### config.mk
export PLATFORM = sky130hd
export DESIGN_NAME = uart_tx_regs
export DESIGN_NICKNAME = d
export VERILOG_FILES = /design/src/design/soc_pkg.sv /design/src/design/uart_tx_regs.sv
export SDC_FILE = /design/constraint.sdc
export NUM_CORES = 1
export LEC_CHECK = 0
export BUFFER_PORTS_ARGS = -buffer_cell sky130_fd_sc_hd__buf_2
export CAP_MARGIN = 20
export CORE_ASPECT_RATIO = 1.2
export CORE_MARGIN = 5
export CORE_UTILIZATION = 49
export DETAILED_ROUTE_END_ITERATION = 12
export GPL_TIMING_DRIVEN = 0
export PLACE_DENSITY = 0.93
export SYNTH_ARGS = -nofsm -noshare
export SYNTH_HDL_FRONTEND = slang
export SYNTH_SLANG_ARGS = --single-unit
### constraint.sdc
create_clock -name clk_i -period 2.23 [get_ports clk_i]
set_input_delay 0.669 -clock clk_i [delete_from_list [all_inputs] [get_ports clk_i]]
set_output_delay 0.669 -clock clk_i [all_outputs]
set_load 0.02 [all_outputs]
### src/design/soc_pkg.sv
`default_nettype none

package soc_pkg;

    // ****************************************
    // Bus geometry
    // ****************************************
    localparam int DATA_W   = 32;
    localparam int ADDR_W   = 32;
    localparam int BE_W     = DATA_W / 8;          // Byte lanes per word
    localparam int BYTE_OFF = $clog2(BE_W);        // Byte offset bits in an address

    // On-chip memories
    localparam int RAM_DEPTH = 256;
    localparam int RAM_AW    = $clog2(RAM_DEPTH);
    localparam int ROM_DEPTH = 16;
    localparam int ROM_AW    = $clog2(ROM_DEPTH);

    // ****************************************
    // Address map
    // ****************************************
    localparam logic [ADDR_W-1:0] RAM_BASE = 32'h8000_0000;
    localparam logic [ADDR_W-1:0] RAM_MASK = ~ADDR_W'(RAM_DEPTH * BE_W - 1);

    localparam logic [ADDR_W-1:0] ROM_BASE = 32'h1FC0_0000;
    localparam logic [ADDR_W-1:0] ROM_MASK = ~ADDR_W'(ROM_DEPTH * BE_W - 1);

    localparam logic [ADDR_W-1:0] UART_DATA_ADDR = 32'hBFD0_03F8;
    localparam logic [ADDR_W-1:0] UART_STAT_ADDR = 32'hBFD0_03FC;

    // UART transmitter timing
    localparam int BAUD_DIV   = 8;                 // Clocks per serial bit
    localparam int FRAME_BITS = 10;                // Start, 8 data, stop
    localparam int BAUD_CW    = $clog2(BAUD_DIV);
    localparam int BIT_CW     = $clog2(FRAME_BITS);

    // Which target an access lands on
    typedef enum logic [1:0] {
        TGT_NONE,
        TGT_RAM,
        TGT_ROM,
        TGT_UART
    } tgt_e;

endpackage

`default_nettype wire

### src/design/uart_tx_regs.sv
`timescale 1ns/1ps
`default_nettype none

module uart_tx_regs (
    input  wire                        clk_i,
    input  wire                        rst_n_i,
    input  wire                        uart_rd_i,
    input  wire                        uart_wr_i,
    input  wire                        uart_sel_stat_i,
    input  wire  [soc_pkg::DATA_W-1:0] wrdata_i,
    output logic [soc_pkg::DATA_W-1:0] rdata_o,
    output logic                       txd_o
);

    import soc_pkg::*;

    logic                  busy_q;
    logic [BAUD_CW-1:0]    baud_cnt_q;
    logic [BIT_CW-1:0]     bit_cnt_q;
    logic [7:0]            shift_q;       // Data bits LSB first
    logic [7:0]            last_byte_q;
    logic                  accept;

    // Writes while a frame is running are dropped
    assign accept = uart_wr_i && !busy_q;

    // ****************************************
    // 8N1 serialiser
    // ****************************************
    always_ff @(posedge clk_i) begin
        if (!rst_n_i) begin
            busy_q      <= 1'b0;
            baud_cnt_q  <= '0;
            bit_cnt_q   <= '0;
            txd_o       <= 1'b1;          // Line idles high
            last_byte_q <= '0;
        end else if (accept) begin
            busy_q      <= 1'b1;
            baud_cnt_q  <= '0;
            bit_cnt_q   <= '0;
            txd_o       <= 1'b0;          // Start bit
            last_byte_q <= wrdata_i[7:0];
        end else if (busy_q) begin
            if (baud_cnt_q == BAUD_CW'(BAUD_DIV - 1)) begin
                baud_cnt_q <= '0;
                if (bit_cnt_q == BIT_CW'(FRAME_BITS - 1)) begin
                    busy_q <= 1'b0;       // Stop bit done
                    txd_o  <= 1'b1;
                end else begin
                    bit_cnt_q <= bit_cnt_q + 1'b1;
                    txd_o     <= shift_q[0];
                end
            end else begin
                baud_cnt_q <= baud_cnt_q + 1'b1;
            end
        end
    end

    // Shift register holds payload only
    always_ff @(posedge clk_i) begin
        if (accept) begin
            shift_q <= wrdata_i[7:0];
        end else if (busy_q && baud_cnt_q == BAUD_CW'(BAUD_DIV - 1)) begin
            shift_q <= {1'b1, shift_q[7:1]};
        end
    end

    // ****************************************
    // Register read port
    // ****************************************
    always_ff @(posedge clk_i) begin
        if (uart_rd_i) begin
            if (uart_sel_stat_i) begin
                rdata_o <= {{(DATA_W-1){1'b0}}, !busy_q};     // Bit 0 is ready
            end else begin
                rdata_o <= {{(DATA_W-8){1'b0}}, last_byte_q};
            end
        end
    end

endmodule

`default_nettype wire

==> impl_metrics.json <==
{
  "cts_buffer_depth": 2,
  "drt_wl_total_um": 2315,
  "fillers": 265,
  "drt_iter0_markers": 24,
  "dieArea_um2": 4327,
  "port-buffer-count": 21,
  "cts_hold_buf": 0,
  "worst_setup_path_end_kind": "primary output",
  "p_switching_uw": 308.1,
  "power_density_nw_per_um2": 749.5,
  "seqPwrFrac": 0.486,
  "drive_gt1_frac": 0.3020,
  "hold_viol": 0,
  "ys_seq_area_frac": 0.5390,
  "cts-resized-gates": 0,
  "drv_cap": 0,
  "dp_hpwl_um": 1852,
  "setup_viol": 0,
  "async_reset_ff_frac": 0,
  "antenna_left": 0,
  "antennaDiodeCount": 0,
  "ir_drop_mv": 0.5518,
  "start_util": 0.5029,
  "cp_max_fo": 1,
  "p_int_mw": 1.087,
  "period_share": 0.6889,
  "swShare": 0.2208,
  "startpoint_type": "flop",
  "arrival_ns": 0.87,
  "grt_antenna_before_repair": 0,
  "cts-root-buf": "clkbuf_4",
  "clock_latency_ns": 0.33,
  "yosysMostFrequentCell": "nand2_1",
  "period_needed_ns": 1.536,
  "finalSetupTns_ns": 0,
  "cp_top_family": "flip-flops",
  "fp-row-count": 22,
  "grt_pass1_wl_um": 3926,
  "synth_top_area_share": 0.3155,
  "hold_ws_ns": 0.4564,
  "grt_max_degree": 12,
  "drc_errors": 0,
  "vias_per_cell": 4.412,
  "maxSlewViolCount": 0,
  "core-area_um2": 3028,
  "routedWlPerCell_um": 9.727,
  "power_leakage_nw": 0.8971,
  "die_w_um": 60.89,
  "clk_pin_slew_worst_paths_ns": 0.10,
  "grt_use_total": 0.1231,
  "max_freq_mhz": 650.9,
  "multi_input_area_um2": 555.5,
  "vias": 1050,
  "ios": 70,
  "power_mw": 1.395,
  "seq_area_um2": 820.8,
  "synth-main-ff-cell": "dfxtp_1",
  "ys_ff_latch": 33,
  "htree_levels": 2,
  "cts_tree": "built",
  "synthTopCellsByArea": "edfxtp_1 32%, dfxtp_1 22%, buf_4 12%, nand2_1 7.9%, a21oi_1 3.9%",
  "required_ns": 1.56,
  "placed_cells": 230,
  "setup_ws_ns": 0.6936,
  "critPathSlowestCell": "edfxtp_1",
  "p_comb_frac": 0.127,
  "yosysUniqueCellTypes": 23,
  "first_global_vias": 970,
  "grt.overflow.total": 0,
  "holdCritPathClass": "reg -> reg",
  "power.share.clock": 0.387,
  "cts_sinks": 33,
  "crit_path_cell_trace": "buf_2",
  "synth_area_um2": 1523,
  "synth_edf_count": 16,
  "gp_congestion": 0.8139,
  "areaGrowthSynthToFinish_pct": 22.27,
  "crit_type": "reg -> out",
  "status": "complete, no violations",
  "final_nets": 242,
  "post_cts_buffers": 0,
  "first_pass_iters": 4,
  "numCtsBuffers": 5,
  "finClkSkew_ns": 0.004072,
  "fin_cells": 238,
  "yosysTopAreaCell": "edfxtp_1",
  "slowest_delay_ns": 0.37,
  "die_h_um": 71.07,
  "netlist_instances": 150,
  "cp_num_buf_inv": 1,
  "ys_top_cells_by_count": "32 x nand2_1, 25 x buf_4, 17 x dfxtp_1",
  "synth_warnings": 0,
  "syn_area_per_cell_um2": 10.15,
  "dp_slack_ns": 0.5370,
  "rsz0062_at_grt": "no"
}
## stage by stage
stage	util	instance area, um^2
5_1_grt	0.6149	1862
6_report	0.6149	1862
3_5_place_dp	0.5810	1759
3_3_place_gp	0.5810	1759
4_1_cts	0.6149	1862
2_1_floorplan	-	1609
## layer usage
metal	routed length (um)	up-vias	GRT usage
li1	-	548	-
met1	817	461	0.1193
met2	1188	35	0.2081
met3	246	6	0.05474
met4	63	0	0.07229
met5	0	-	0
## flip-flops by register name (all words and copies together) (netlist names)
| signal | flops |
|---|---|
| baud_cnt_q | 3 |
| txd_o | 1 |
| bit_cnt_q | 4 |
| shift_q | 8 |
| rdata_o | 8 |
| last_byte_q | 8 |
| busy_q | 1 |
## power by group through the flow
stage | combinational, mW | clock [mW] | sequential (mW)
global route | 0.196 | 0.588 | 0.682
detailed placement | 0.176 | 0 | 0.693
finish | 0.177 | 0.540 | 0.679
floorplan | 0.127 | 0 | 0.704
global placement | 0.173 | 0 | 0.692
CTS | 0.177 | 0.558 | 0.679
## placed cells by master, fill, tap and decap left out, types with 3 or more instances in the layout
cell,synthesis,layout
a21oi_1,12,12
buf_2,0,21
buf_4,25,25
buf_6,3,3
clkbuf_4,0,5
conb_1,1,24
dfxtp_1,17,17
edfxtp_1,16,16
ha_1,4,4
mux2i_1,4,4
nand2_1,32,32
nor2_1,8,8
nor2b_1,7,7
o21ai_0,4,4
## worst paths after layout
| check | end | cells after the start | from | slack (ns) |
|---|---|---|---|---|
| hold reg to reg | last_byte_q[7] | 2 | last_byte_q[7] | 0.46 |
| setup reg to reg | shift_q[0] | 4 | baud_cnt_q[0] | 0.77 |
| hold / removal | last_byte_q[7] | 2 | last_byte_q[7] | 0.46 |
| setup / recovery | rdata_o[7] | 1 | rdata_o[7] | 0.69 |
## area by class of cell
type | instances | share of cell area
plain buffers | 29 | 0.1210
clock buffers | 5 | 0.02016
clock inverters | 3 | 0.03495
inverters | 2 | 0.004032
multi-input cells | 109 | 0.2984
flip-flops and latches | 33 | 0.4409
well taps | 36 | 0.02419
repair buffers | 21 | 0.05645
## cells by family after synthesis
logic type               share of synthesized area
flip-flops                                  0.5390
buffers and inverters                       0.1528
AO/OA/AOI/OAI                              0.06081
multiplexers                               0.03369
other                                     0.002463
adder cells (fa/ha/maj)                    0.03287
AND/OR/NAND/NOR                             0.1783
Power figures use the tool's default switching activity.
