<file path="config.mk">
export PLATFORM = sky130hd
export DESIGN_NAME = dbus_result
export DESIGN_NICKNAME = d
export VERILOG_FILES = /design/src/design/soc_pkg.sv /design/src/design/dbus_result.sv
export SDC_FILE = /design/constraint.sdc
export NUM_CORES = 1
export LEC_CHECK = 0
export ABC_AREA = 1
export BUFFER_PORTS_ARGS = -buffer_cell sky130_fd_sc_hd__buf_2
export CAP_MARGIN = 20
export CORE_MARGIN = 1.5
export CORE_UTILIZATION = 30
export DETAILED_ROUTE_END_ITERATION = 10
export PLACE_DENSITY = 0.81
export SKIP_LAST_GASP = 1
export SLEW_MARGIN = 20
export SYNTH_ARGS = -nofsm -noshare
export SYNTH_HDL_FRONTEND = slang
export SYNTH_SLANG_ARGS = --single-unit
</file>
<file path="constraint.sdc">
create_clock -name clk_i -period 0.81 [get_ports clk_i]
set_input_delay 0 -clock clk_i [delete_from_list [all_inputs] [get_ports clk_i]]
set_output_delay 0 -clock clk_i [all_outputs]
set_load 0.01 [all_outputs]
</file>
<file path="src/design/soc_pkg.sv">
`default_nettype none

package soc_pkg;

    // ****************************************
    // Bus geometry
    // ****************************************
    localparam int DATA_W   = 32;
    localparam int ADDR_W   = 32;
    localparam int BE_W     = DATA_W / 8;          // Byte lanes per word
    localparam int BYTE_OFF = $clog2(BE_W);        // Byte offset bits in an address

    // On-chip memories
    localparam int RAM_DEPTH = 256;
    localparam int RAM_AW    = $clog2(RAM_DEPTH);
    localparam int ROM_DEPTH = 16;
    localparam int ROM_AW    = $clog2(ROM_DEPTH);

    // ****************************************
    // Address map
    // ****************************************
    localparam logic [ADDR_W-1:0] RAM_BASE = 32'h8000_0000;
    localparam logic [ADDR_W-1:0] RAM_MASK = ~ADDR_W'(RAM_DEPTH * BE_W - 1);

    localparam logic [ADDR_W-1:0] ROM_BASE = 32'h1FC0_0000;
    localparam logic [ADDR_W-1:0] ROM_MASK = ~ADDR_W'(ROM_DEPTH * BE_W - 1);

    localparam logic [ADDR_W-1:0] UART_DATA_ADDR = 32'hBFD0_03F8;
    localparam logic [ADDR_W-1:0] UART_STAT_ADDR = 32'hBFD0_03FC;

    // UART transmitter timing
    localparam int BAUD_DIV   = 8;                 // Clocks per serial bit
    localparam int FRAME_BITS = 10;                // Start, 8 data, stop
    localparam int BAUD_CW    = $clog2(BAUD_DIV);
    localparam int BIT_CW     = $clog2(FRAME_BITS);

    // Which target an access lands on
    typedef enum logic [1:0] {
        TGT_NONE,
        TGT_RAM,
        TGT_ROM,
        TGT_UART
    } tgt_e;

endpackage

`default_nettype wire

</file>
<file path="src/design/dbus_result.sv">
`timescale 1ns/1ps
`default_nettype none

module dbus_result (
    input  wire                        clk_i,
    input  wire                        rst_n_i,
    input  wire  soc_pkg::tgt_e        tgt_i,
    input  wire                        master_read_i,
    input  wire  [soc_pkg::DATA_W-1:0] ram_rdata_i,
    input  wire  [soc_pkg::DATA_W-1:0] rom_rdata_i,
    input  wire  [soc_pkg::DATA_W-1:0] uart_rdata_i,
    output logic [soc_pkg::DATA_W-1:0] master_rddata_o
);

    import soc_pkg::*;

    tgt_e rd_tgt_q;

    // Target of the read issued last cycle
    always_ff @(posedge clk_i) begin
        if (!rst_n_i) begin
            rd_tgt_q <= TGT_NONE;
        end else if (master_read_i) begin
            rd_tgt_q <= tgt_i;
        end else begin
            rd_tgt_q <= TGT_NONE;         // No read returns zero
        end
    end

    always_comb begin
        case (rd_tgt_q)
            TGT_RAM:  master_rddata_o = ram_rdata_i;
            TGT_ROM:  master_rddata_o = rom_rdata_i;
            TGT_UART: master_rddata_o = uart_rdata_i;
            default:  master_rddata_o = '0;
        endcase
    end

endmodule

`default_nettype wire

</file>
==> results.md <==
Critical path:
- Tracing the worst setup path back leads to its startpoint at rd_tgt_q[1].
- The category of the worst setup path capture point is an output port.
- The critical path is of the register to output port type.
- On the critical path, the stage with the largest delay is an instance of sky130_fd_sc_hd__dfxtp_4.
- The startpoint class of the critical path is a register.
- The data arrival time of the worst path is 1140 ps.
- The cell type with the highest occurrence count on the critical path is sky130_fd_sc_hd__nand3_1.
- The signal on the critical path passes through inv_4 -> buf_16 -> nand3_1 -> nand3_1 -> buf_2.
- The critical path ends at master_rddata_o[30].
- The largest single stage delay on the critical path is 400 ps.
- The data required time at the worst endpoint is 810 ps.
- The largest fanout of any net on the critical path is 16.

Synth:
- The gate count after technology mapping is 154.
- The cell type contributing the most total cell area after synthesis is sky130_fd_sc_hd__nand3_1.
- The mean post-synth cell area is 5.94 um^2.
- The async set-or-reset flop fraction in the synthesized netlist is 0%.
- The commonest cells after synthesis are sky130_fd_sc_hd__nand3_1 (128), sky130_fd_sc_hd__buf_6 (14), sky130_fd_sc_hd__buf_2 (3), sky130_fd_sc_hd__clkbuf_8 (3).
- The number of register bits inferred by synthesis is 2.
- The number of distinct library cells after synthesis is 7.
- Among all flip-flop cells after synthesis, the most frequent one is sky130_fd_sc_hd__dfxtp_1.
- The number of synthesis warnings is 0.
- After synthesis, flip-flops and latches occupy 4.38% of the total area.
- Ranked by total cell area, the synthesized netlist is headed by sky130_fd_sc_hd__nand3_1 (70%), sky130_fd_sc_hd__buf_6 (17%), sky130_fd_sc_hd__clkbuf_8 (4.5%), sky130_fd_sc_hd__dfxtp_1 (4.4%), sky130_fd_sc_hd__buf_2 (1.6%).
- The synthesized netlist occupies a cell area of 915 um^2.
- sky130_fd_sc_hd__nand3_1 is the most common cell in the netlist.
- The synthesized net count is 255.
- The share of Yosys cell area claimed by the top area cell type is 70.0%.
- The number of enable-type register cells in the synthesized netlist is 0.

Clocking:
- CTS built an H-tree with a depth of 1.
- The number of hold buffers added after CTS was 0.
- The number of buffers on the longest clock path is 2.
- CTS saw 2 sinks.
- Buffers inserted during clock tree synthesis total 3.
- Clock-pin slew was measured on the worst setup and hold paths at 30 ps.
- Post-CTS timing repair inserted 0 buffers for setup.
- In this run the clock root is driven by a sky130_fd_sc_hd__clkbuf_4.
- The CTS tree is built.

Timing:
- After layout, the worst setup slack is -330 ps.
- The worst pin sits at a relative slew slack of 90.8%.
- The final-report hold violation count is 0.
- The final worst-path cycle share is 141%.
- The number of slew-limit violations in the final report is 0.
- The pin slew with the least headroom to its limit is 139 ps.
- The minimum clock period after layout is 1140 ps.
- The number of setup violations in the final report is 32.
- Derived from the worst setup path, the maximum achievable clock frequency is 877 MHz.
- The post-route worst hold slack is 7.99 ps.
- Setup repair after global routing could not meet its margin everywhere.

Global route:
- Global routing used 21.4% of the available tracks across all layers.
- For this run the aggregate overflow at the end of global routing stands at 0.
- The first global-routing pass estimated 5850 um of wire.
- Entering global routing, the biggest net connects 39 pins.
- The number of global-route vias before repair is 1,403.
- The number of antenna violations at the first check in global routing came to 0.

Run status:
- The checks that failed: DRC, setup timing.
- The flow ran to the end, but the final reports show violations.

Finish:
- The register with the most flip-flops in the final layout is rd_tgt_q.
- The largest registers in the layout are rd_tgt_q x2.
- The flip-flop count of the largest register after layout is 2.
- The number of fillers in the final layout is 277.
- The fraction of final layout cells with drive strength greater than 1 is 53.4%.
- The sequential cells in the finished layout cover a total of 47.5 um^2.
- The signed area change from the synthesized netlist to the final layout is 81.5%.
- The net count of the finished layout is 382.
- The final instance area is 1660 um^2.
- The area of combinational cells with multiple inputs is 653 um^2.
- The antenna diode count is 0.
- Measured on the finished design, the core utilization comes to 58.7%.

Detailed routing:
- In this run, the number of DRC markers left after iteration 0 of detailed routing was 187.
- For this block, the via count after detailed routing is 1,650.
- In the final routed layout, each cell accounts on average for 12.7 um.
- The count of nets left with antenna violations once routing finished came out at 0.
- The routed wire length is 3950 um.
- The via density per instance is 5.32.
- The count of unresolved DRC violations after routing is 10.
- The detailed-router iteration count before antenna repair is 8.

Floorplanning:
- From bottom edge to top edge, the die measures 58.2 um.
- The core region is 2830 um^2.
- The die covers 3390 um^2.
- In this run the core area contains 19 standard-cell rows.
- The starting density of the core is 32.3%.
- 133 I/O pins were placed.
- The floorplan step set the die width to 58.2 um.

Placement:
- At the end of routability-driven placement, the weighted congestion stood at 0.744.
- In this run the cell area measured after placement is 1520 um^2.
- The minimum setup slack after placement is -130 ps.
- The count of port buffers added during placement is 132.
- The HPWL after detailed placement is 2500 um.

Pwr:
- In this run the power density over the cells is 598 nW/um^2.
- The leakage power figure is 0.956 nW.
- The worst-case IR drop observed on VDD is 0.000722 V.

Flow run:
- Across the run, the number of max-cap violations was 0.

Hold path:
- In this run the worst hold path is classified as input port to register.
- The startpoint identified for the worst hold timing path is master_read_i.
[worst min-delay path by stage]
stage,to,slack (ps),cells past startpoint
2_1_floorplan,rd_tgt_q[0],150,1
3_3_place_gp,rd_tgt_q[1],230,2
3_5_place_dp,rd_tgt_q[1],250,2
4_1_cts,rd_tgt_q[1],3,2
5_1_grt,rd_tgt_q[1],20,2
6_report,rd_tgt_q[1],8,2
[per-stage QoR]
stage          cells  setup TNS, ps  power [W]
2_1_floorplan    154              0   0.000393
3_3_place_gp     303          -2970   0.000704
3_5_place_dp     303          -3200   0.000709
4_1_cts          308         -10080   0.000983
5_1_grt          310         -12240    0.00108
6_report         310         -10100   0.000993
[worst max-delay path: cells and delay by family, from the launching register on]
| kind | cells | cell delay (ps) |
|---|---|---|
| buf+inv | 3 | 360 |
| flops | 1 | 400 |
| simple gates | 2 | 130 |
[cell families (layout without fill, tap and decap cells)]
| kind of cell | after synthesis | in the layout | synth area share [%] |
|---|---|---|---|
| DFF | 2 | 2 | 4.38 |
| and+or+nand+nor | 130 | 130 | 71.4 |
| buffers and inverters | 22 | 147 | 24.2 |
[per-layer routing]
| layer | track usage (%) | vias to the layer above | routed length [um] | part of all wire [%] |
|---|---|---|---|---|
| met2 | 42.9 | 108 | 1930 | 49 |
| met4 | 4.32 | 0 | 26 | 0.66 |
| met1 | 23.5 | 710 | 1630 | 41 |
| met5 | 0 | - | 0 | 0 |
| li1 | - | 828 | - | - |
| met3 | 2.90 | 4 | 367 | 9.3 |
[final cells by class]
class	instances	area share [%]
repair buffers	142	53.4
multi-input cells	130	39.3
flip-flops and latches	2	2.86
well taps	31	2.34
clock buffers	3	1.36
inverters	2	0.754
[placed cells by master, fill, tap and decap left out]
master / Yosys / final
sky130_fd_sc_hd__buf_16: 0 / 2
sky130_fd_sc_hd__dfxtp_4: 0 / 2
sky130_fd_sc_hd__clkbuf_4: 0 / 3
sky130_fd_sc_hd__buf_2: 3 / 132
sky130_fd_sc_hd__nand3_1: 128 / 128
sky130_fd_sc_hd__clkbuf_16: 0 / 2
sky130_fd_sc_hd__inv_4: 0 / 2
sky130_fd_sc_hd__buf_12: 0 / 6
sky130_fd_sc_hd__and3_1: 2 / 2
[power breakdown]
group          leakage (nW)  switching (W)  internal, W  total, W
Combinational         0.925       0.000294     0.000358  0.000652
Clock                0.0138      0.0000639     0.000164  0.000228
Sequential           0.0178      0.0000133    0.0000999  0.000113
Total                 0.956       0.000371     0.000622  0.000993
[timing repair]
item	4_1_cts	5_1_grt
endpoints found under the setup margin	32	32
gates cloned	2	2
gates resized for setup	8	0
hold endpoints to repair	0	0
Note: power is estimated with default switching activity, not from simulation.
