===== config.mk =====
export PLATFORM = sky130hd
export DESIGN_NAME = dbus_decode
export DESIGN_NICKNAME = d
export VERILOG_FILES = /design/src/design/soc_pkg.sv /design/src/design/dbus_decode.sv
export SDC_FILE = /design/constraint.sdc
export NUM_CORES = 1
export LEC_CHECK = 0
export BUFFER_PORTS_ARGS = -buffer_cell sky130_fd_sc_hd__buf_2
export CORE_MARGIN = 3
export CORE_UTILIZATION = 25
export DETAILED_ROUTE_END_ITERATION = 16
export PLACE_DENSITY_LB_ADDON = 0.12
export SLEW_MARGIN = 20
export SYNTH_ARGS = -nofsm -noshare
export SYNTH_HDL_FRONTEND = slang
export SYNTH_SLANG_ARGS = --single-unit

===== constraint.sdc =====
create_clock -name vclk -period 3
set_clock_uncertainty 0.05 [all_clocks]
set_input_delay 0.6 -clock vclk [all_inputs]
set_output_delay 0.6 -clock vclk [all_outputs]
set_load 0.02 [all_outputs]

===== src/design/soc_pkg.sv =====
`default_nettype none

package soc_pkg;

    // ****************************************
    // Bus geometry
    // ****************************************
    localparam int DATA_W   = 32;
    localparam int ADDR_W   = 32;
    localparam int BE_W     = DATA_W / 8;          // Byte lanes per word
    localparam int BYTE_OFF = $clog2(BE_W);        // Byte offset bits in an address

    // On-chip memories
    localparam int RAM_DEPTH = 256;
    localparam int RAM_AW    = $clog2(RAM_DEPTH);
    localparam int ROM_DEPTH = 16;
    localparam int ROM_AW    = $clog2(ROM_DEPTH);

    // ****************************************
    // Address map
    // ****************************************
    localparam logic [ADDR_W-1:0] RAM_BASE = 32'h8000_0000;
    localparam logic [ADDR_W-1:0] RAM_MASK = ~ADDR_W'(RAM_DEPTH * BE_W - 1);

    localparam logic [ADDR_W-1:0] ROM_BASE = 32'h1FC0_0000;
    localparam logic [ADDR_W-1:0] ROM_MASK = ~ADDR_W'(ROM_DEPTH * BE_W - 1);

    localparam logic [ADDR_W-1:0] UART_DATA_ADDR = 32'hBFD0_03F8;
    localparam logic [ADDR_W-1:0] UART_STAT_ADDR = 32'hBFD0_03FC;

    // UART transmitter timing
    localparam int BAUD_DIV   = 8;                 // Clocks per serial bit
    localparam int FRAME_BITS = 10;                // Start, 8 data, stop
    localparam int BAUD_CW    = $clog2(BAUD_DIV);
    localparam int BIT_CW     = $clog2(FRAME_BITS);

    // Which target an access lands on
    typedef enum logic [1:0] {
        TGT_NONE,
        TGT_RAM,
        TGT_ROM,
        TGT_UART
    } tgt_e;

endpackage

`default_nettype wire


===== src/design/dbus_decode.sv =====
`timescale 1ns/1ps
`default_nettype none

module dbus_decode (
    input  wire  [soc_pkg::ADDR_W-1:0] master_address_i,
    input  wire  [soc_pkg::BE_W-1:0]   master_byteenable_i,
    input  wire                        master_read_i,
    input  wire                        master_write_i,
    input  wire  [soc_pkg::DATA_W-1:0] master_wrdata_i,
    output logic                       ram_rd_o,
    output logic                       ram_wr_o,
    output logic [soc_pkg::RAM_AW-1:0] ram_addr_o,
    output logic [soc_pkg::BE_W-1:0]   ram_be_o,
    output logic [soc_pkg::DATA_W-1:0] wrdata_o,
    output logic                       rom_rd_o,
    output logic [soc_pkg::ROM_AW-1:0] rom_addr_o,
    output logic                       uart_rd_o,
    output logic                       uart_wr_o,
    output logic                       uart_sel_stat_o,
    output soc_pkg::tgt_e              tgt_o
);

    import soc_pkg::*;

    logic ram_hit;
    logic rom_hit;
    logic uart_data_hit;
    logic uart_stat_hit;

    // Region match on the upper address bits
    assign ram_hit       = (master_address_i & RAM_MASK) == RAM_BASE;
    assign rom_hit       = (master_address_i & ROM_MASK) == ROM_BASE;
    assign uart_data_hit = master_address_i == UART_DATA_ADDR;
    assign uart_stat_hit = master_address_i == UART_STAT_ADDR;

    always_comb begin
        tgt_o = TGT_NONE;
        if (ram_hit) begin
            tgt_o = TGT_RAM;
        end else if (rom_hit) begin
            tgt_o = TGT_ROM;
        end else if (uart_data_hit || uart_stat_hit) begin
            tgt_o = TGT_UART;
        end
    end

    // ****************************************
    // Qualified per-target strobes
    // ****************************************
    assign ram_rd_o  = (tgt_o == TGT_RAM) && master_read_i;
    assign ram_wr_o  = (tgt_o == TGT_RAM) && master_write_i;
    assign rom_rd_o  = (tgt_o == TGT_ROM) && master_read_i;     // ROM ignores writes
    assign uart_rd_o = (tgt_o == TGT_UART) && master_read_i;
    assign uart_wr_o = uart_data_hit && master_write_i;         // Status is read-only

    assign uart_sel_stat_o = uart_stat_hit;

    // Word index inside each region
    assign ram_addr_o = master_address_i[BYTE_OFF +: RAM_AW];
    assign rom_addr_o = master_address_i[BYTE_OFF +: ROM_AW];
    assign ram_be_o   = master_byteenable_i;
    assign wrdata_o   = master_wrdata_i;

endmodule

`default_nettype wire


==> results.md, run 1 <==
* Status: complete, no violations
* Dominant cells by area after synthesis: buf_4 67%, nor2_1 4.9%, nand4b_1 4.9%, nor4_1 4.6%, a21boi_1 2.8%
* Max cap viols at 0
* Endpoints failing hold at 0
* I/O pin total at 126
* Hold WC Path Type: input port to output pin
* Unrepaired setup endpoints after global routing: no
* Worst-Margin Slew at approximately 0.26 ns
* Post-CTS Hold Fix Bufs at 0
* Std cell rows at 16
* Largest family of logic cells by synthesized area: buffers and inverters
* Gpl congestion at around 0.62
* Area grow syn2layout at -11.1%
* Worst slack, placed at 0.416 ns
* Commonest non-fill, non-tap cell in the layout: buf_2
* Fin. max-slew vios at 0
* Max Clk Rate at 389 MHz
* Comb power frac at 1.000
* Synth warn at 0
* Post-place instance area at approximately 480 µm²
* Worst Path Arrival at between 1.5 and 2 ns
* Final min period at between 2 and 3 ns
* Seq Cell Count at 0
* VDD IR max at 0.0000249 V
* Wirelength per Cell at roughly 11 µm
* Sequential area share after synthesis at 0
* Drt drc at 0
* Endpoints failing setup at 0
* Synth Cell Area at approximately 540 µm²
* Power share of the sequential group at 0
* Distinct cells, synth at 15
* Worst Path Max Fanout at 5
* Cell taking the most area after synthesis: buf_4
* Final WL at around 1300 µm
* Top-area cell type share of the netlist area at 0.667
* # Post-CTS Setup Buffers at 0
* Crit Path Class: input port to output pin
* Commonest non-fill, non-tap cells in the layout: 54 x buf_2, 7 x nor2_1, 4 x nor4_1
* Die area at 2760 µm²
* Static Leak at between 0.2 and 0.3 nW
* CP startpoint kind: input port
* Core Footprint at 2000 µm²
* Metal3 WL at approximately 160 µm
* Clkbuf count at 0
* PD cells at 101 nW/µm²
* Pre-Repair DR Iteration Count at 1
* Xor/xnor share of the synthesized area at 0
* Area of the multi-input gates at 176 µm²
* Final nets at about 160
* FF+latch area at 0 µm²
* Clock share of power at 0
* Synth Instances at between 70 and 80
* Syn_nets at ~150
* Switching Fraction at 0.513
* IO Port Bufs at 54
* DR vias/cell at approximately 4.5
* Min setup slack post-route at ~0.43 ns
* Avg Cell Area, Syn at around 6.9 µm²
* First-pass GRT wire length at 1660 µm
* Layout fillers at between 200 and 250
* Routed met1 length at 348 µm
* Gr usage total at 0.0750
* Fraction of synthesized area in multiplexers at 0
* Die Ht at approximately 53 µm
* TNS Setup at 0 ns
* Worst path required time at approximately 2.4 ns
* Relative slew slack at 0.822
* Vias in the first global route at 400
* Worst Setup End Kind: output pin
* Adder-Cell Fraction of Synth Area at 0
* Iter 0 DRT Violations at 0
* Crit share post-route at 0.857
* Design Area, Final at roughly 480 µm²
* Layout cells sized above 1 at 0.675
* Routed met2 length at about 690 µm
* Psw at 25.0 µW
* # placed instances at 110
* Final HPWL DP at roughly 1200 µm
* Largest net degree at the start of global routing at 7
* Via Count at slightly below 500
* Compound-gate portion of the synthesized area at 0.0278
* Initial antenna violation count at 0
* Initial Util at 0.270
* Non-Filler Instances at 110
* Top Metal Used: met4
* Internal at 23.7 µW
* GRT Residual Overflow at 0
* Die Wd at about 53 µm
* Post_cts resized at 0
* Ant diodes at 0
* Synth Area in Simple Gates at 0.299
* Post-route ant nets at 0
-- cells in the mapped netlist --
cell       n
a21boi_1   2
and3_1     1
and4_1     1
buf_4     48
clkbuf_1   1
nand2_1    3
nand3_1    2
nand4_1    2
nand4b_1   3
nor2_1     7
nor3_1     1
nor3_2     1
nor4_1     4
nor4b_1    1
or4_4      1
-- critical path, stage by stage --
cell and delay [ns]:
buf_2 0.08, and4_1 0.18, nand4_1 0.12, or4_4 0.59
a21boi_1 0.16, buf_2 0.18
-- metal layers --
metal | vias up | global-route usage
met2 | 37 | 0.138
li1 | 229 | -
met5 | - | 0
met4 | 0 | 0.0638
met1 | 208 | 0.0758
met3 | 16 | 0.00285
-- through the flow --
| step | hold WS (ns) | total power [mW] | util |
|---|---|---|---|
| 2_1_floorplan | 1.20 | 0.0973 | - |
| 3_3_place_gp | 1.15 | 0.0490 | 0.240 |
| 3_5_place_dp | 1.15 | 0.0493 | 0.240 |
| 4_1_cts | 1.15 | 0.0494 | 0.240 |
| 5_1_grt | 1.15 | 0.0530 | 0.240 |
| 6_report | 1.15 | 0.0487 | 0.240 |
-- power groups by stage --
stage	clock, mW	combinational, mW	sequential (mW)
after global routing	0	0.0530	0
after detailed placement	0	0.0493	0
after CTS	0	0.0494	0
final	0	0.0487	0
after global placement	0	0.0490	0
after floorplan	0	0.0973	0
-- cell families after synthesis --
kind of cell           count (synthesis)
and+or+nand+nor                       27
AOI/OAI and AO/OA                      2
buffers and inverters                 49
-- layout make-up --
class | count | share of cell area
Multi-Input combinational cell | 29 | 0.367
Tap cell | 27 | 0.0703
Timing Repair Buffer | 54 | 0.562
-- final timing paths --
| path | start | endpoint | cells after the start |
|---|---|---|---|
| hold / removal | master_wrdata_i[11] | wrdata_o[11] | 0 |
| setup / recovery | master_address_i[28] | tgt_o[0] | 6 |
(Power assumes the default switching activity.)
==> inputs of run 2 (changes only) <==
--- a/config.mk
+++ b/config.mk
@@ -5,9 +5,10 @@
 export SDC_FILE = /design/constraint.sdc
 export NUM_CORES = 1
 export LEC_CHECK = 0
+export ABC_AREA = 1
 export BUFFER_PORTS_ARGS = -buffer_cell sky130_fd_sc_hd__buf_2
 export CORE_MARGIN = 3
-export CORE_UTILIZATION = 25
+export CORE_UTILIZATION = 30
 export DETAILED_ROUTE_END_ITERATION = 16
 export PLACE_DENSITY_LB_ADDON = 0.12
 export SLEW_MARGIN = 20
==> run 2 against run 1 <==
- first-iteration DRC count up 15
- setup slack better by 0.40 ns
- combinational power up 32%
- non-clock buffer count unchanged
- maximum frequency up 19%
- power up 32%
- worst hold slack unchanged
- wire length up 26%
- area after synthesis up 32%
- global-route usage up 1.9 points
- sequential share of layout area unchanged
- count of clock-buffer cells in the layout unchanged
- critical path type unchanged
- largest power group unchanged
==> results.md, run 2 <==
* Status: complete, no violations
* Seq Cell Count at 0 (unchanged)
* Worst-Margin Slew at 0.155 ns (-0.109 ns)
* Initial antenna violation count at 0 (unchanged)
* First-pass GRT wire length at 2200 µm (+33%)
* Sequential area share after synthesis at 0 (unchanged)
* Fin. max-slew vios at 0 (unchanged)
* Endpoints failing setup at 0 (unchanged)
* Crit share post-route at 0.722 (-0.134)
* Synth warn at 0 (unchanged)
* Post-route ant nets at 0 (unchanged)
* Unrepaired setup endpoints after global routing: no
* VDD IR max at 0.0000318 V (+28%)
* Gr usage total at 0.0945 (+0.0195)
* Static Leak at 0.420 nW (+67%)
* Pwr Total at 64.5 µW (+32%)
* Pre-Repair DR Iteration Count at 4 (+3)
* Commonest non-fill, non-tap cell in the layout: buf_2
* Post-place instance area at 657 µm² (+37%)
* I/O pin total at 126 (unchanged)
* Endpoints failing hold at 0 (unchanged)
* Worst Setup End Kind: output pin
* Drt drc at 0 (unchanged)
* Avg Cell Area, Syn at 5.48 µm² (-21%)
* CP max stage cell: buf_2
* GRT Residual Overflow at 0 (unchanged)
* Final nets at 208 (+34%)
* Hold path startpoint: master_wrdata_i[10]
* IO Port Bufs at 54 (unchanged)
* FF+latch area at 0 µm² (unchanged)
* CP startpoint kind: input port
* Largest net degree at the start of global routing at 5 (-2)
* Synth Cell Area at 712 µm² (+32%)
* Wirelength per Cell at 9.71 µm (-15%)
* Worst Path Max Fanout at 4 (-1)
* Vias in the first global route at 561 (+40%)
* Worst hold endpoint: wrdata_o[10]
* Post_cts resized at 0 (unchanged)
* Worst path required time at 2.35 ns (about the same)
* Hold Path Depth at 0 (unchanged)
* Cell taking the most area after synthesis: buf_4
* Initial Util at 0.319 (+0.0488)
* CP Cell Sequence: buf_2, nor2_1, nand2_1, inv_2, nand2_1, nor2_1, nand2_2, a21oi_2, buf_2
* Ant diodes at 0 (unchanged)
* Area grow syn2layout at -7.73%
* Final HPWL DP at 1490 µm (+29%)
* Syn_nets at 200 (+35%)
* Most numerous cell in the Yosys netlist: buf_4
* Die Wd at 54.7 µm (+4.2%)
* Top-area cell type share of the netlist area at 0.506 (-0.161)
* Via Count at 682 (+39%)
* Gpl congestion at 0.593 (-3.6%)
* Relative slew slack at 0.896 (+0.0743)
* TNS Setup at 0 ns (unchanged)
* Hold WC Path Type: input port to output pin
* Die Ht at 54.7 µm (+4.2%)
* Distinct cells, synth at 10 (-5)
* Std cell rows at 17 (+1)
* Post-CTS Hold Fix Bufs at 0 (unchanged)
* Worst hold slack at 1.15 ns (unchanged)
* Iter 0 DRT Violations at 15 (+15)
* Layout cells sized above 1 at 0.485 (-0.189)
* Commonest non-fill, non-tap cells in the layout: 54 x buf_2, 28 x nor2_1, 23 x nand2_1
* Clkbuf count at 0 (unchanged)
* Max cap viols at 0 (unchanged)
* DR vias/cell at 4.16 (-6.6%)
* # Post-CTS Setup Buffers at 0 (unchanged)
* Final WL at 1590 µm (+26%)
* PD cells at 98.1 nW/µm² (-3.2%)
* Dominant cells by area after synthesis: buf_4 51%, nor2_1 15%, nand2_1 12%, inv_1 6.3%, nand3_1 4.9%
* Most instantiated cells after synthesis: 48 x buf_4, 28 x nor2_1, 23 x nand2_1
* Crit Path Class: input port to output pin
* CP bufs+invs at 3 (+1)
* Design Area, Final at 657 µm² (+37%)
* Max Clk Rate at 461 MHz (+19%)
* CP delay by family, top: simple AND/OR/NAND/NOR gates
* Final min period at 2.17 ns (-0.403 ns)
* Core Footprint at 2230 µm² (+12%)
* Slowest Stage Delay on Critical Path at 0.17 ns (-0.42 ns)
* Synth Instances at 130 (+67%)
* Worst Path Arrival at 1.52 ns (-0.40 ns)
* Die area at 2990 µm² (+8.6%)
==> run 2: changes by cell type after synthesis, moves of 4 or more <==
cell	delta
nand2_1	+20
inv_1	+12
nor4_1	-4
nor2_1	+21
nand2_2	+4
nand3_1	+5
==> run 2: logic make-up (layout without fill, tap and decap cells) <==
family | Yosys count | after routing | share of synthesized area
AO/OA/AOI/OAI | 1 | 1 | 0.0123
buffers and inverters | 63 | 69 | 0.585
AND/OR/NAND/NOR | 66 | 66 | 0.402
==> run 2: final cells by class <==
| class | instances | area [µm²] |
|---|---|---|
| fill | 274 | 1580 |
| inverter | 15 | 56.3 |
| multi-input combinational | 67 | 295 |
| tap | 28 | 35.0 |
| timing repair buffer | 54 | 270 |
==> run 2: per-stage QoR <==
stage	setup slack, ns	instances	util
after floorplan	1.00	130	-
after global placement	0.782	164	0.294
after detailed placement	0.809	164	0.294
after CTS	0.804	164	0.294
after global routing	0.678	164	0.294
final	0.833	164	0.294
==> run 2: worst max path at each step <==
stage / endpoint / cells past startpoint / slack [ns] / from
2_1_floorplan: uart_wr_o / 7 / 1.00 / master_address_i[30]
3_3_place_gp: rom_rd_o / 8 / 0.78 / master_address_i[11]
3_5_place_dp: rom_rd_o / 8 / 0.81 / master_address_i[11]
4_1_cts: rom_rd_o / 8 / 0.80 / master_address_i[11]
5_1_grt: rom_rd_o / 8 / 0.68 / master_address_i[11]
6_report: uart_rd_o / 9 / 0.83 / master_address_i[11]
==> run 2: where the power goes <==
part           switching, mW  internal (mW)  total [mW]
registers                  0              0           0
logic                 0.0362         0.0283      0.0645
clock network              0              0           0
total                 0.0362         0.0283      0.0645
==> run 2: per-layer routing <==
metal	routed length [µm]	vias to the layer above	track usage
met4	21	0	0.0249
met2	823	54	0.189
li1	-	348	-
met3	247	6	0.0300
met1	501	274	0.0897
met5	0	-	0
==> inputs of run 3 (changes only) <==
--- a/config.mk
+++ b/config.mk
@@ -7,8 +7,9 @@
 export LEC_CHECK = 0
 export ABC_AREA = 1
 export BUFFER_PORTS_ARGS = -buffer_cell sky130_fd_sc_hd__buf_2
+export CORE_ASPECT_RATIO = 2
 export CORE_MARGIN = 3
-export CORE_UTILIZATION = 30
+export CORE_UTILIZATION = 25
 export DETAILED_ROUTE_END_ITERATION = 16
 export PLACE_DENSITY_LB_ADDON = 0.12
 export SLEW_MARGIN = 20
==> constraint.sdc (replaced) <==
create_clock -name vclk -period 1.9
set_clock_uncertainty 0.05 [all_clocks]
set_input_delay 0.38 -clock vclk [all_inputs]
set_output_delay 0.38 -clock vclk [all_outputs]
set_load 0.02 [all_outputs]
==> run 3 against run 2 <==
- first-iteration DRC count fell by 53%
- sequential cell count did not move
- highest routed layer unchanged
- non-clock buffer count did not move
- power rose by 58%
- largest power group unchanged
- via count fell by 1.9%
- utilization fell by 4.3 points
- global-route usage fell by 0.87 points
- cell area rose by 0.76%
- worst hold slack got worse by 0.44 ns
- wire length rose by 7.7%
==> results.md, run 3 (same netlist as run 2, synthesis figures left out) <==
* Wirelength per Cell at 10.5 µm (+7.7%)
* Pre-Repair DR Iteration Count at 2 (-2)
* PD cells at 154 nW/µm² (+57%)
* Die Wd at 43.7 µm (-20%)
* Largest net degree at the start of global routing at 5 (unchanged)
* Area grow syn2layout at -7.03%
* Worst Setup End Kind: output pin
* Relative slew slack at 0.870 (-0.0262)
* Core Footprint at 2640 µm² (+18%)
* Drt drc at 0 (unchanged)
* Commonest non-fill, non-tap cell in the layout: buf_2
* Final nets at 208 (unchanged)
* IO Port Bufs at 54 (unchanged)
* Routed met1 length at 401 µm (-20%)
* Final min period at approximately 1.7 ns
* I/O pin total at 126 (unchanged)
* # Post-CTS Setup Buffers at 0 (unchanged)
* Die area at 3560 µm² (+19%)
* Final WL at 1720 µm (+7.7%)
* Min setup slack post-route at 0.165 ns (-0.668 ns)
* Max cap viols at 0 (unchanged)
* Ant diodes at 0 (unchanged)
* Status: complete, no violations
* Static Leak at 0.420 nW (about the same)
* Via Count at 669 (-1.9%)
* Endpoints failing hold at 0 (unchanged)
* Std cell rows at 26 (+9)
* Layout fillers at 325 (+19%)
* Iter 0 DRT Violations at 7 (-8)
* Crit Path Class: input port to output pin
* VDD IR max at 0.0000373 V (+17%)
* Final HPWL DP at 1600 µm (+7.5%)
* Post-route ant nets at 0 (unchanged)
* Max Clk Rate at roughly 580 MHz
* FF+latch area at 0 µm² (unchanged)
* CP startpoint kind: input port
* Unrepaired setup endpoints after global routing: yes
* Post_cts resized at 0 (unchanged)
* Worst-Margin Slew at 0.194 ns (+0.0390 ns)
* Top Metal Used: met4
* Die Ht at 81.5 µm (+49%)
* Worst slack, placed at 0.134 ns (-0.674 ns)
* Fin. max-slew vios at 0 (unchanged)
* First-pass GRT wire length at 2440 µm (+11%)
* Seq Cell Count at 0 (unchanged)
* DR vias/cell at 4.08 (-1.9%)
* Endpoints failing setup at 0 (unchanged)
* Initial antenna violation count at 0 (unchanged)
* Initial Util at 0.270 (-0.0486)
* Worst Path Arrival at 1.30 ns (-0.22 ns)
* Crit share post-route at 0.913
* Post-CTS Hold Fix Bufs at 0 (unchanged)
* Routed met2 length at 983 µm (+19%)
* Gpl congestion at 0.681 (+15%)
* Gr usage total at 0.0858 (-0.00872)
* Worst Path Max Fanout at 4 (unchanged)
* Clkbuf count at 0 (unchanged)
* Worst path required time at 1.47 ns (-0.88 ns)
* TNS Setup at 0 ns (unchanged)
* Commonest non-fill, non-tap cells in the layout: 54 x buf_2, 28 x nor2_1, 23 x nand2_1
* Hold WC Path Type: input port to output pin
* Vias in the first global route at 627 (+12%)
* Metal3 WL at 228 µm (-7.7%)
* GRT Residual Overflow at 0 (unchanged)
* Layout cells sized above 1 at 0.493 (+0.00735)
-- run 3: changes by cell type in the layout (fill, tap and decap cells not counted) --
| cell | previous run | this run |
|---|---|---|
| nand3_2 | 0 | 1 |
| nand3_1 | 7 | 6 |
-- run 3: worst paths after layout --
check                          end  slack (ns)  depth (start not counted)                 start
worst max-delay path      rom_rd_o        0.17                          8  master_address_i[13]
worst min-delay path  wrdata_o[10]        0.71                          0   master_wrdata_i[10]
-- run 3: area by class of cell --
type,count,area (µm²),share of cell area
Inverter,15,56.3,0.0851
Multi-Input combinational cell,67,300,0.454
Tap cell,28,35.0,0.0529
Timing Repair Buffer,54,270,0.408
-- run 3: per-stage QoR --
stage,instances,area (µm²),total power [mW],hold WS [ns],utilization
floorplan,130,712,0.174,0.823,-
CTS,164,657,0.104,0.710,0.249
finish,164,662,0.102,0.710,0.251
global route,164,662,0.115,0.710,0.251
global placement,164,657,0.103,0.710,0.249
detailed placement,164,657,0.104,0.710,0.249
-- run 3: worst max-delay path, cell delays in order --
cell and delay (ns):
buf_2 0.09, nor2_1 0.09, nand2_1 0.10, nor2_1 0.20, nand3_2 0.13, nand2_1 0.11, nor2_1 0.05, buf_2 0.15
-- run 3: routing by layer --
layer	global-route usage	vias to the layer above
li1	-	350
met1	0.0562	253
met4	0.0514	0
met5	0	-
met2	0.187	50
met3	0.0197	16
-- run 3: power by group --
part / switching [mW] / internal [mW]
registers: 0 / 0
clock network: 0 / 0
logic: 0.0572 / 0.0447
